File: src/logic/dtim_pkg.sv
`default_nettype none

package dtim_pkg;

  // Line store geometry.
  // Every address in the window splits into tag, line index, word and byte.
  localparam int line_depth = 3;
  localparam int word_bits = 2;
  localparam int words_per_line = 2 ** word_bits;
  localparam int tag_bits = 32 - line_depth - word_bits - 2;

  // Requests from the base up to the top, top excluded, are held on chip.
  localparam logic [31:0] dtim_base_addr = 32'h0000_1000;
  localparam logic [31:0] dtim_top_addr = 32'h0000_2000;

  // Payloads of the three line-store arrays.
  typedef logic [tag_bits-1:0] tag_t;

  // Word 0 of a line sits in the low 32 bits.
  typedef logic [words_per_line-1:0][31:0] line_t;

  // Set once a line has been filled.
  // It is cleared only when a fence writes the line back.
  typedef logic lock_t;

  typedef logic [line_depth-1:0] index_t;

endpackage

`default_nettype wire

File: src/logic/dtim.sv
`default_nettype none

module dtim
  import dtim_pkg::*;
(
  input  logic        clk,
  input  logic        rst,
  input  logic        req_valid,
  input  logic        req_fence,
  input  logic [31:0] req_addr,
  input  logic [31:0] req_wdata,
  input  logic [3:0]  req_wstrb,
  output logic        rsp_ready,
  output logic [31:0] rsp_rdata,
  output logic        mem_valid,
  output logic [31:0] mem_addr,
  output logic [31:0] mem_wdata,
  output logic [3:0]  mem_wstrb,
  input  logic        mem_ready,
  input  logic [31:0] mem_rdata
);

  logic   tag_wen;
  logic   data_wen;
  logic   lock_wen;
  index_t line_waddr;
  index_t line_raddr;
  tag_t   tag_wdata;
  tag_t   tag_rdata;
  line_t  data_wdata;
  line_t  data_rdata;
  lock_t  lock_wdata;
  lock_t  lock_rdata;

  dtim_ctrl ctrl (
    .clk        (clk),
    .rst        (rst),
    .req_valid  (req_valid),
    .req_fence  (req_fence),
    .req_addr   (req_addr),
    .req_wdata  (req_wdata),
    .req_wstrb  (req_wstrb),
    .rsp_ready  (rsp_ready),
    .rsp_rdata  (rsp_rdata),
    .mem_valid  (mem_valid),
    .mem_addr   (mem_addr),
    .mem_wdata  (mem_wdata),
    .mem_wstrb  (mem_wstrb),
    .mem_ready  (mem_ready),
    .mem_rdata  (mem_rdata),
    .tag_wen    (tag_wen),
    .data_wen   (data_wen),
    .lock_wen   (lock_wen),
    .line_waddr (line_waddr),
    .line_raddr (line_raddr),
    .tag_wdata  (tag_wdata),
    .tag_rdata  (tag_rdata),
    .data_wdata (data_wdata),
    .data_rdata (data_rdata),
    .lock_wdata (lock_wdata),
    .lock_rdata (lock_rdata)
  );

  // All three arrays share the same read and write index.
  dtim_array #(.payload_t(tag_t)) tag_store (
    .clk   (clk),
    .wen   (tag_wen),
    .waddr (line_waddr),
    .wdata (tag_wdata),
    .raddr (line_raddr),
    .rdata (tag_rdata)
  );

  dtim_array #(.payload_t(line_t)) line_store (
    .clk   (clk),
    .wen   (data_wen),
    .waddr (line_waddr),
    .wdata (data_wdata),
    .raddr (line_raddr),
    .rdata (data_rdata)
  );

  dtim_array #(.payload_t(lock_t)) lock_store (
    .clk   (clk),
    .wen   (lock_wen),
    .waddr (line_waddr),
    .wdata (lock_wdata),
    .raddr (line_raddr),
    .rdata (lock_rdata)
  );

endmodule

`default_nettype wire

File: src/logic/dtim_array.sv
`default_nettype none

module dtim_array
  import dtim_pkg::*;
#(
  parameter type payload_t = logic
) (
  input  logic     clk,
  input  logic     wen,
  input  index_t   waddr,
  input  payload_t wdata,
  input  index_t   raddr,
  output payload_t rdata
);

  // One entry per line index. Contents are zero at power up.
  payload_t mem [0:2**line_depth-1] = '{default: '0};

  // A read returns the value from before a write to the same entry in the same cycle.
  always_ff @(posedge clk) begin
    if (wen) begin
      mem[waddr] <= wdata;
    end
    rdata <= mem[raddr];
  end

endmodule

`default_nettype wire

File: src/logic/dtim_ctrl.sv
`default_nettype none

module dtim_ctrl
  import dtim_pkg::*;
(
  input  logic        clk,
  input  logic        rst,
  input  logic        req_valid,
  input  logic        req_fence,
  input  logic [31:0] req_addr,
  input  logic [31:0] req_wdata,
  input  logic [3:0]  req_wstrb,
  output logic        rsp_ready,
  output logic [31:0] rsp_rdata,
  output logic        mem_valid,
  output logic [31:0] mem_addr,
  output logic [31:0] mem_wdata,
  output logic [3:0]  mem_wstrb,
  input  logic        mem_ready,
  input  logic [31:0] mem_rdata,
  output logic        tag_wen,
  output logic        data_wen,
  output logic        lock_wen,
  output index_t      line_waddr,
  output index_t      line_raddr,
  output tag_t        tag_wdata,
  input  tag_t        tag_rdata,
  output line_t       data_wdata,
  input  line_t       data_rdata,
  output lock_t       lock_wdata,
  input  lock_t       lock_rdata
);

  typedef enum logic [2:0] {
    st_idle,
    st_miss,
    st_pass,
    st_update,
    st_fence,
    st_writeback
  } state_t;

  // Front register. It holds the request while the arrays read its line.
  logic                 f_valid_q;
  logic                 f_fence_q;
  logic [31:0]          f_addr_q;
  logic [31:0]          f_wdata_q;
  logic [3:0]           f_wstrb_q;
  tag_t                 f_tag_q;
  index_t               f_index_q;
  logic [word_bits-1:0] f_word_q;

  // Back stage.
  state_t               state_q, state_d;
  logic [31:0]          addr_q, addr_d;
  logic [31:0]          wdata_q, wdata_d;
  logic [3:0]           wstrb_q, wstrb_d;
  tag_t                 tag_q, tag_d;
  index_t               index_q, index_d;
  logic [word_bits-1:0] word_q, word_d;
  logic [word_bits-1:0] cnt_q, cnt_d;
  line_t                line_q, line_d;
  logic                 fence_q, fence_d;

  logic in_window;
  logic tag_match;
  logic last_word;

  function automatic logic [31:0] merge_word(
    input logic [31:0] old_word,
    input logic [31:0] new_word,
    input logic [3:0]  strb
  );
    logic [31:0] result;
    result = old_word;
    for (int i = 0; i < 4; i++) begin
      if (strb[i]) begin
        result[8*i +: 8] = new_word[8*i +: 8];
      end
    end
    return result;
  endfunction

  assign in_window = (f_addr_q >= dtim_base_addr) && (f_addr_q < dtim_top_addr);
  assign tag_match = (tag_rdata == f_tag_q);
  assign last_word = (cnt_q == word_bits'(words_per_line - 1));

  always_ff @(posedge clk) begin
    if (!rst) begin
      f_valid_q <= 1'b0;
      state_q <= st_idle;
    end else begin
      f_valid_q <= req_valid;
      state_q <= state_d;
    end
  end

  always_ff @(posedge clk) begin
    if (req_valid) begin
      f_fence_q <= req_fence;
      f_addr_q <= req_addr;
      f_wdata_q <= req_wdata;
      f_wstrb_q <= req_wstrb;
      f_tag_q <= req_addr[31 -: tag_bits];
      f_index_q <= req_addr[word_bits+2 +: line_depth];
      f_word_q <= req_addr[2 +: word_bits];
    end
    addr_q <= addr_d;
    wdata_q <= wdata_d;
    wstrb_q <= wstrb_d;
    tag_q <= tag_d;
    index_q <= index_d;
    word_q <= word_d;
    cnt_q <= cnt_d;
    line_q <= line_d;
    fence_q <= fence_d;
  end

  always_comb begin
    state_d = state_q;
    addr_d = addr_q;
    wdata_d = wdata_q;
    wstrb_d = wstrb_q;
    tag_d = tag_q;
    index_d = index_q;
    word_d = word_q;
    cnt_d = cnt_q;
    line_d = line_q;
    fence_d = fence_q;

    rsp_ready = 1'b0;
    rsp_rdata = '0;
    tag_wen = 1'b0;
    data_wen = 1'b0;
    lock_wen = 1'b0;
    line_waddr = index_q;
    tag_wdata = tag_q;
    data_wdata = line_q;
    lock_wdata = 1'b0;

    case (state_q)
      st_idle: begin
        if (f_valid_q) begin
          tag_d = f_tag_q;
          index_d = f_index_q;
          word_d = f_word_q;
          wdata_d = f_wdata_q;
          wstrb_d = f_wstrb_q;
          fence_d = f_fence_q;
          cnt_d = '0;
          if (f_fence_q) begin
            index_d = '0;
            state_d = st_fence;
          end else if (!in_window || (lock_rdata && !tag_match)) begin
            addr_d = f_addr_q;
            state_d = st_pass;
          end else if (!lock_rdata) begin
            addr_d = {f_addr_q[31:word_bits+2], {(word_bits + 2){1'b0}}};
            state_d = st_miss;
          end else if (|f_wstrb_q) begin
            // Write hit. The merged line goes back now and the response follows.
            line_d = data_rdata;
            line_d[f_word_q] = merge_word(data_rdata[f_word_q], f_wdata_q, f_wstrb_q);
            data_wen = 1'b1;
            data_wdata = line_d;
            line_waddr = f_index_q;
            state_d = st_update;
          end else begin
            rsp_ready = 1'b1;
            rsp_rdata = data_rdata[f_word_q];
          end
        end
      end

      st_miss: begin
        if (mem_ready) begin
          line_d[cnt_q] = mem_rdata;
          if (last_word) begin
            // A write miss lands its bytes in the line before it is stored.
            if (|wstrb_q) begin
              line_d[word_q] = merge_word(line_d[word_q], wdata_q, wstrb_q);
            end
            tag_wen = 1'b1;
            data_wen = 1'b1;
            lock_wen = 1'b1;
            data_wdata = line_d;
            lock_wdata = 1'b1;
            state_d = st_update;
          end else begin
            cnt_d = cnt_q + 1'b1;
            addr_d = addr_q + 32'd4;
          end
        end
      end

      st_pass: begin
        if (mem_ready) begin
          rsp_ready = 1'b1;
          rsp_rdata = mem_rdata;
          state_d = st_idle;
        end
      end

      st_update: begin
        rsp_ready = 1'b1;
        rsp_rdata = fence_q ? 32'd0 : line_q[word_q];
        state_d = st_idle;
      end

      st_fence: begin
        if (lock_rdata) begin
          line_d = data_rdata;
          addr_d = {tag_rdata, index_q, {(word_bits + 2){1'b0}}};
          cnt_d = '0;
          state_d = st_writeback;
        end else if (index_q == '1) begin
          state_d = st_update;
        end else begin
          index_d = index_q + 1'b1;
        end
      end

      st_writeback: begin
        if (mem_ready) begin
          if (last_word) begin
            lock_wen = 1'b1;
            if (index_q == '1) begin
              state_d = st_update;
            end else begin
              index_d = index_q + 1'b1;
              state_d = st_fence;
            end
          end else begin
            cnt_d = cnt_q + 1'b1;
            addr_d = addr_q + 32'd4;
          end
        end
      end

      default: begin
        state_d = st_idle;
      end
    endcase
  end

  // The arrays read the index that the back stage looks at next cycle.
  // A new request takes priority, and a fence starts its walk at line 0.
  always_comb begin
    if (req_valid) begin
      line_raddr = req_fence ? '0 : req_addr[word_bits+2 +: line_depth];
    end else begin
      line_raddr = index_d;
    end
  end

  assign mem_valid = (state_q == st_miss) || (state_q == st_pass) ||
                     (state_q == st_writeback);
  assign mem_addr = addr_q;
  assign mem_wdata = (state_q == st_writeback) ? line_q[cnt_q] : wdata_q;

  always_comb begin
    case (state_q)
      st_pass: mem_wstrb = wstrb_q;
      st_writeback: mem_wstrb = 4'hf;
      default: mem_wstrb = 4'h0;
    endcase
  end

endmodule

`default_nettype wire

File: config.mk
export PLATFORM = sky130hd
export DESIGN_NAME = dtim
export DESIGN_NICKNAME = d
export VERILOG_FILES = /design/src/logic/dtim_pkg.sv /design/src/logic/dtim.sv /design/src/logic/dtim_array.sv /design/src/logic/dtim_ctrl.sv
export SDC_FILE = /design/constraint.sdc
export NUM_CORES = 2
export LEC_CHECK = 0
export BUFFER_PORTS_ARGS = -buffer_cell sky130_fd_sc_hd__buf_4
export CELL_PAD_IN_SITES_DETAIL_PLACEMENT = 1
export CELL_PAD_IN_SITES_GLOBAL_PLACEMENT = 1
export CORE_MARGIN = 2
export CORE_UTILIZATION = 54
export CTS_BUF_LIST = sky130_fd_sc_hd__clkbuf_2
export CTS_CLUSTER_DIAMETER = 30
export CTS_CLUSTER_SIZE = 16
export DETAILED_ROUTE_END_ITERATION = 6
export GPL_TIMING_DRIVEN = 0
export PLACE_DENSITY = 0.84
export SLEW_MARGIN = 30
export SYNTH_ARGS = -nofsm -noshare
export SYNTH_HDL_FRONTEND = slang
export SYNTH_SLANG_ARGS = --single-unit
File: constraint.sdc
create_clock -name clk -period 9.62 [get_ports clk]
set_clock_uncertainty 0.2 [all_clocks]
set_input_delay 1.443 -clock clk [delete_from_list [all_inputs] [get_ports clk]]
set_output_delay 1.443 -clock clk [all_outputs]
set_load 0.01 [all_outputs]
==> results of run 1 <==
cell families after synthesis:
| family | after synthesis | synth area share |
|---|---|---|
| compound gates | 1468 | 0.130 |
| xor+xnor | 52 | 0.00593 |
| fa+ha+maj | 6 | 0.000978 |
| buf+inv | 501 | 0.0269 |
| flops | 1688 | 0.639 |
| mux | 545 | 0.0913 |
| simple gates | 1908 | 0.106 |
layer usage:
layer  track usage  GRT overflow
met4         0.750            96
met1         0.796             4
met2         0.917            73
met5         0.329             1
met3         0.602             7
Yosys cell counts, types with 20 or more instances:
library cell | count | area, um^2
a221o_1 | 64 | 641
a32o_1 | 154 | 1540
buf_1 | 32 | 120
nand2_1 | 1188 | 4460
o221ai_1 | 41 | 359
nand3_1 | 48 | 240
xor2_1 | 39 | 342
a211oi_1 | 235 | 1760
nor2b_1 | 21 | 131
a22oi_1 | 88 | 661
buf_2 | 94 | 470
mux2_2 | 86 | 968
edfxtp_1 | 1527 | 45900
nor2_1 | 313 | 1170
inv_1 | 32 | 120
o21ai_0 | 275 | 1380
o22ai_1 | 28 | 175
a21oi_1 | 405 | 2030
clkbuf_1 | 324 | 1220
nor3_1 | 56 | 280
and3_1 | 176 | 1100
o211ai_1 | 41 | 308
mux2i_1 | 343 | 3430
mux4_2 | 116 | 2610
dfxtp_1 | 161 | 3220
nor4_1 | 20 | 125
or3_1 | 29 | 181
timing repair:
action	4_1_cts
hold buffers	74
endpoints found under the hold margin	84
resized for setup	0
stage by stage:
step	setup TNS, ns	cells	hold WS (ns)
after CTS	0	9108	0.00885
after global placement	-8624.65	8260	0.234
after detailed placement	0	8428	0.236
after floorplan	0	6168	0.220
==> impl_metrics.py, run 1 <==
metrics = {
    "place": {
        "pre_cts_slack_ns": 2.87,
        "dp_hpwl_um": 319000,
        "io_buffers": 202,
        "placed_area_um2": 84900,
        "gp_congestion": 1.17,
    },
    "floorplan": {
        "die_w_um": 381,
        "ios": 207,
        "dieHeight_um": 381,
        "num_rows": 138,
        "initial_core_util": 0.543,
    },
    "grt": {
        "grtUsageTotal": 0.768,
        "grt_overflow": 181,
        "grt_max_degree": 76,
        "antenna_found_initial": 122,
    },
    "yosys": {
        "ys_seq_area_frac": 0.639,
        "ys.flop_type": "edfxtp_1",
        "netlist_instances": 6168,
        "syn_nets": 6279,
        "ys_types": 75,
        "mappedNetlistArea_um2": 76800,
        "synth_edf_count": 1527,
        "synth.avg_cell_area_um2": 12.5,
        "ys_ff_latch": 1688,
        "synth_warnings": 0,
        "synthArstFlopShare": 0,
    },
    "cts": {
        "post-cts-setup-buffers": 0,
        "htree_levels": 5,
        "clock-sinks": 1688,
        "cts-root-buf": "clkbuf_2",
        "cts_buffer_depth": 4,
        "numCtsBuffers": 343,
    },
    "status": {
        "error": "[ERROR GRT-0232] Routing congestion too high. Check the congestion heatmap in the GUI.",
        "haltStage": "5_1_grt",
        "status": "stopped before the end",
    },
}
==> run 2, diff against run 1 <==
==> config.mk (replaced) <==
export PLATFORM = sky130hd
export DESIGN_NAME = dtim
export DESIGN_NICKNAME = d
export VERILOG_FILES = /design/src/logic/dtim_pkg.sv /design/src/logic/dtim.sv /design/src/logic/dtim_array.sv /design/src/logic/dtim_ctrl.sv
export SDC_FILE = /design/constraint.sdc
export NUM_CORES = 2
export LEC_CHECK = 0
export BUFFER_PORTS_ARGS = -buffer_cell sky130_fd_sc_hd__buf_4
export CORE_MARGIN = 2
export CORE_UTILIZATION = 40
export DETAILED_ROUTE_END_ITERATION = 6
export GPL_TIMING_DRIVEN = 0
export PLACE_DENSITY_LB_ADDON = 0.15
export SLEW_MARGIN = 30
export SYNTH_ARGS = -nofsm -noshare
export SYNTH_HDL_FRONTEND = slang
export SYNTH_SLANG_ARGS = --single-unit
==> run 2 against run 1 <==
The flow now finishes, with violations (design-rule violations); area after synthesis stayed put; synthesized cell count stayed put.
==> impl_metrics.py, run 2 <==
metrics = {
    "yosys": {
        "ys_seq_area_frac": 0.639,
        "netlist_instances": 6168,
        "synth_area_leader_cell": "edfxtp_1",
        "syn_nets": 6279,
        "yosysMostFrequentCell": "edfxtp_1",
        "synth.avg_cell_area_um2": 12.5,
        "ys_top_cells_by_count": "edfxtp_1, nand2_1, a21oi_1",
        "synth_edf_count": 1527,
        "synth_warnings": 0,
        "synth_top_area_share": 0.597,
        "ys.flop_type": "edfxtp_1",
        "ys_ff_latch": 1688,
        "ys_types": 75,
        "mappedNetlistArea_um2": 76800,
        "synth.area.top_cells": "edfxtp_1, nand2_1, mux2i_1",
        "synthArstFlopShare": 0,
    },
    "timing": {
        "period_minus_slack_ns": 7.68,
        "worst_pin_slew_ns": 1.17,
        "max_freq_ghz": 0.130,
        "finalHoldViolCount": 0,
        "setup_viol": 0,
        "maxSlewHeadroom": 0.212,
        "rsz0062_at_grt": "no",
        "slew_viol_final": 0,
        "fin_crit_sh": 0.798,
    },
    "setup_path": {
        "r2r-start": "ctrl.cnt_q[1]$_SDFFCE_PP0P_",
        "required_ns": 9.95,
        "crit_arrival_ns": 8.00,
        "critPathLaunchType": "register",
        "criticalPathCategory": "register to register",
        "worstSetupStartpoint": "ctrl.cnt_q[1]$_SDFFCE_PP0P_",
        "end_kind": "register",
        "cp_max_fo": 10,
        "r2r_slack_ns": 1.94,
    },
    "cts": {
        "htree_levels": 4,
        "cts-root-buf": "clkbuf_16",
        "cts_tree": "built",
        "numCtsBuffers": 180,
        "clock_latency_ns": 0.88,
        "post_cts_resize_count": 0,
        "ctsHoldBuffers": 0,
        "post-cts-setup-buffers": 0,
        "path_clk_slew_ns": 0.06,
        "cts_buffer_depth": 3,
        "clock-sinks": 1688,
    },
    "place": {
        "dp_hpwl_um": 333000,
        "placed_area_um2": 87300,
        "io_buffers": 202,
        "gp_congestion": 1.09,
    },
    "pwr": {
        "finalPower_mw": 32.0,
        "leakage_nw": 33.5,
        "power_density_nw_per_um2": 342,
        "ir_worst_vdd_uv": 181,
    },
    "hold_path": {
        "hold_path_class": "register to register",
        "worstHoldStart": "ctrl.f_wdata_q[1]$_DFFE_PP_",
    },
    "layout": {
        "num-fill-cells": 16773,
        "area_growth_pct": 21.9,
        "largest_reg_flops": 1024,
        "regMostFlops": "line_store.mem",
        "final_util": 0.492,
        "nets": 6892,
        "drive_gt1_frac": 0.196,
        "final_cell_mix": "edfxtp_1, nand2_1, a21oi_1, mux2i_1, nor2_1",
        "largestRegisters": "line_store.mem (1024), tag_store.mem (200)",
        "final_common_cell": "edfxtp_1",
        "fin_area_um2": 93600,
    },
    "floorplan": {
        "initial_core_util": 0.403,
        "num_rows": 160,
        "dieHeight_um": 442,
        "die_w_um": 442,
        "dieArea_um2": 196000,
        "ios": 207,
        "core_um2": 190000,
    },
    "grt": {
        "grtUsageTotal": 0.450,
        "grt_overflow": 0,
        "antenna_found_initial": 64,
        "grt_max_degree": 76,
        "grt_pass1_wl_um": 580000,
        "grt_pass1_vias": 59021,
    },
    "run": {
        "max-cap-violations": 0,
    },
    "status": {
        "violations": "design-rule violations",
        "status": "finished with violations",
    },
    "detailed_routing": {
        "wl_per_cell_um": 47.2,
        "wl_um": 449000,
        "num_vias": 64460,
        "ant_nets": 0,
        "drt_first_pass_iters": 7,
        "drtIter0Drc": 10102,
        "drc": 13,
        "routed_via_density": 6.78,
    },
}
## run 2: worst max-delay path: stages (launching register included)
cell and delay, ns:
edfxtp_1 0.43, clkbuf_2 0.46, clkbuf_2 0.38, buf_16 0.23
inv_1 0.09, ha_1 0.15, clkbuf_1 0.52, buf_2 0.89
buf_2 0.92, buf_2 0.64, mux2i_1 0.16, mux2i_1 0.14
o22ai_1 0.13, a21oi_1 0.65, a21oi_1 0.18, or3_1 0.39
nand2_1 0.68
## run 2: worst paths after layout
| check | end | depth (start not counted) |
|---|---|---|
| max | line_store.mem[0][124]$_DFFE_PP_ | 16 |
| min reg2reg | ctrl.wdata_q[1]$_DFFE_PP_ | 0 |
| max reg2reg | line_store.mem[0][124]$_DFFE_PP_ | 16 |
| min | ctrl.wdata_q[1]$_DFFE_PP_ | 0 |
## run 2: routing by layer
| metal | track usage | share of wire |
|---|---|---|
| met5 | 0.00440 | 0.00074 |
| met4 | 0.352 | 0.097 |
| met3 | 0.177 | 0.12 |
| met2 | 0.631 | 0.41 |
| met1 | 0.553 | 0.37 |
## run 2: stage by stage
stage / hold slack, ns / std cells / setup TNS, ns / worst slack (ns)
6_report: 0.266 / 9511 / 0 / 1.94
5_1_grt: 0.268 / 9459 / 0 / 2.26
4_1_cts: 0.254 / 9447 / 0 / 2.55
3_5_place_dp: 0.278 / 9107 / 0 / 2.59
3_3_place_gp: 0.274 / 8881 / -9743.58 / -9.07
2_1_floorplan: 0.220 / 6168 / 0 / 0.670
## run 2: layout make-up
type                            instances  area (um^2)  area share
Antenna cell                           61          153     0.00163
Buffer                                468         2190      0.0234
Clock buffer                          236         5000      0.0534
Clock inverter                        104         1050      0.0112
Inverter                               33          131     0.00140
Multi-Input combinational cell       3979        26400       0.282
Sequential cell                      1688        49100       0.524
Tap cell                             2511         3140      0.0336
Timing Repair Buffer                  431         6470      0.0692
## run 2: kinds of logic (layout without fill, tap and decap cells)
| group | Yosys count | count (layout) | synth area share |
|---|---|---|---|
| mux | 545 | 545 | 0.0913 |
| simple gates | 1908 | 1908 | 0.106 |
| compound gates | 1468 | 1468 | 0.130 |
| buf+inv | 501 | 1272 | 0.0269 |
| fa+ha+maj | 6 | 6 | 0.000978 |
| flops | 1688 | 1688 | 0.639 |
| xor+xnor | 52 | 52 | 0.00593 |
| other cells | 0 | 61 | 0 |
## run 2: report_power, final
group | switching (mW) | leakage (nW) | internal [mW]
registers | 2.01 | 15.4 | 10.1
logic | 8.93 | 15.2 | 3.76
clock network | 3.15 | 2.95 | 4.03
total | 14.1 | 33.5 | 17.9
No activity file was read; power rests on OpenSTA's default activity.
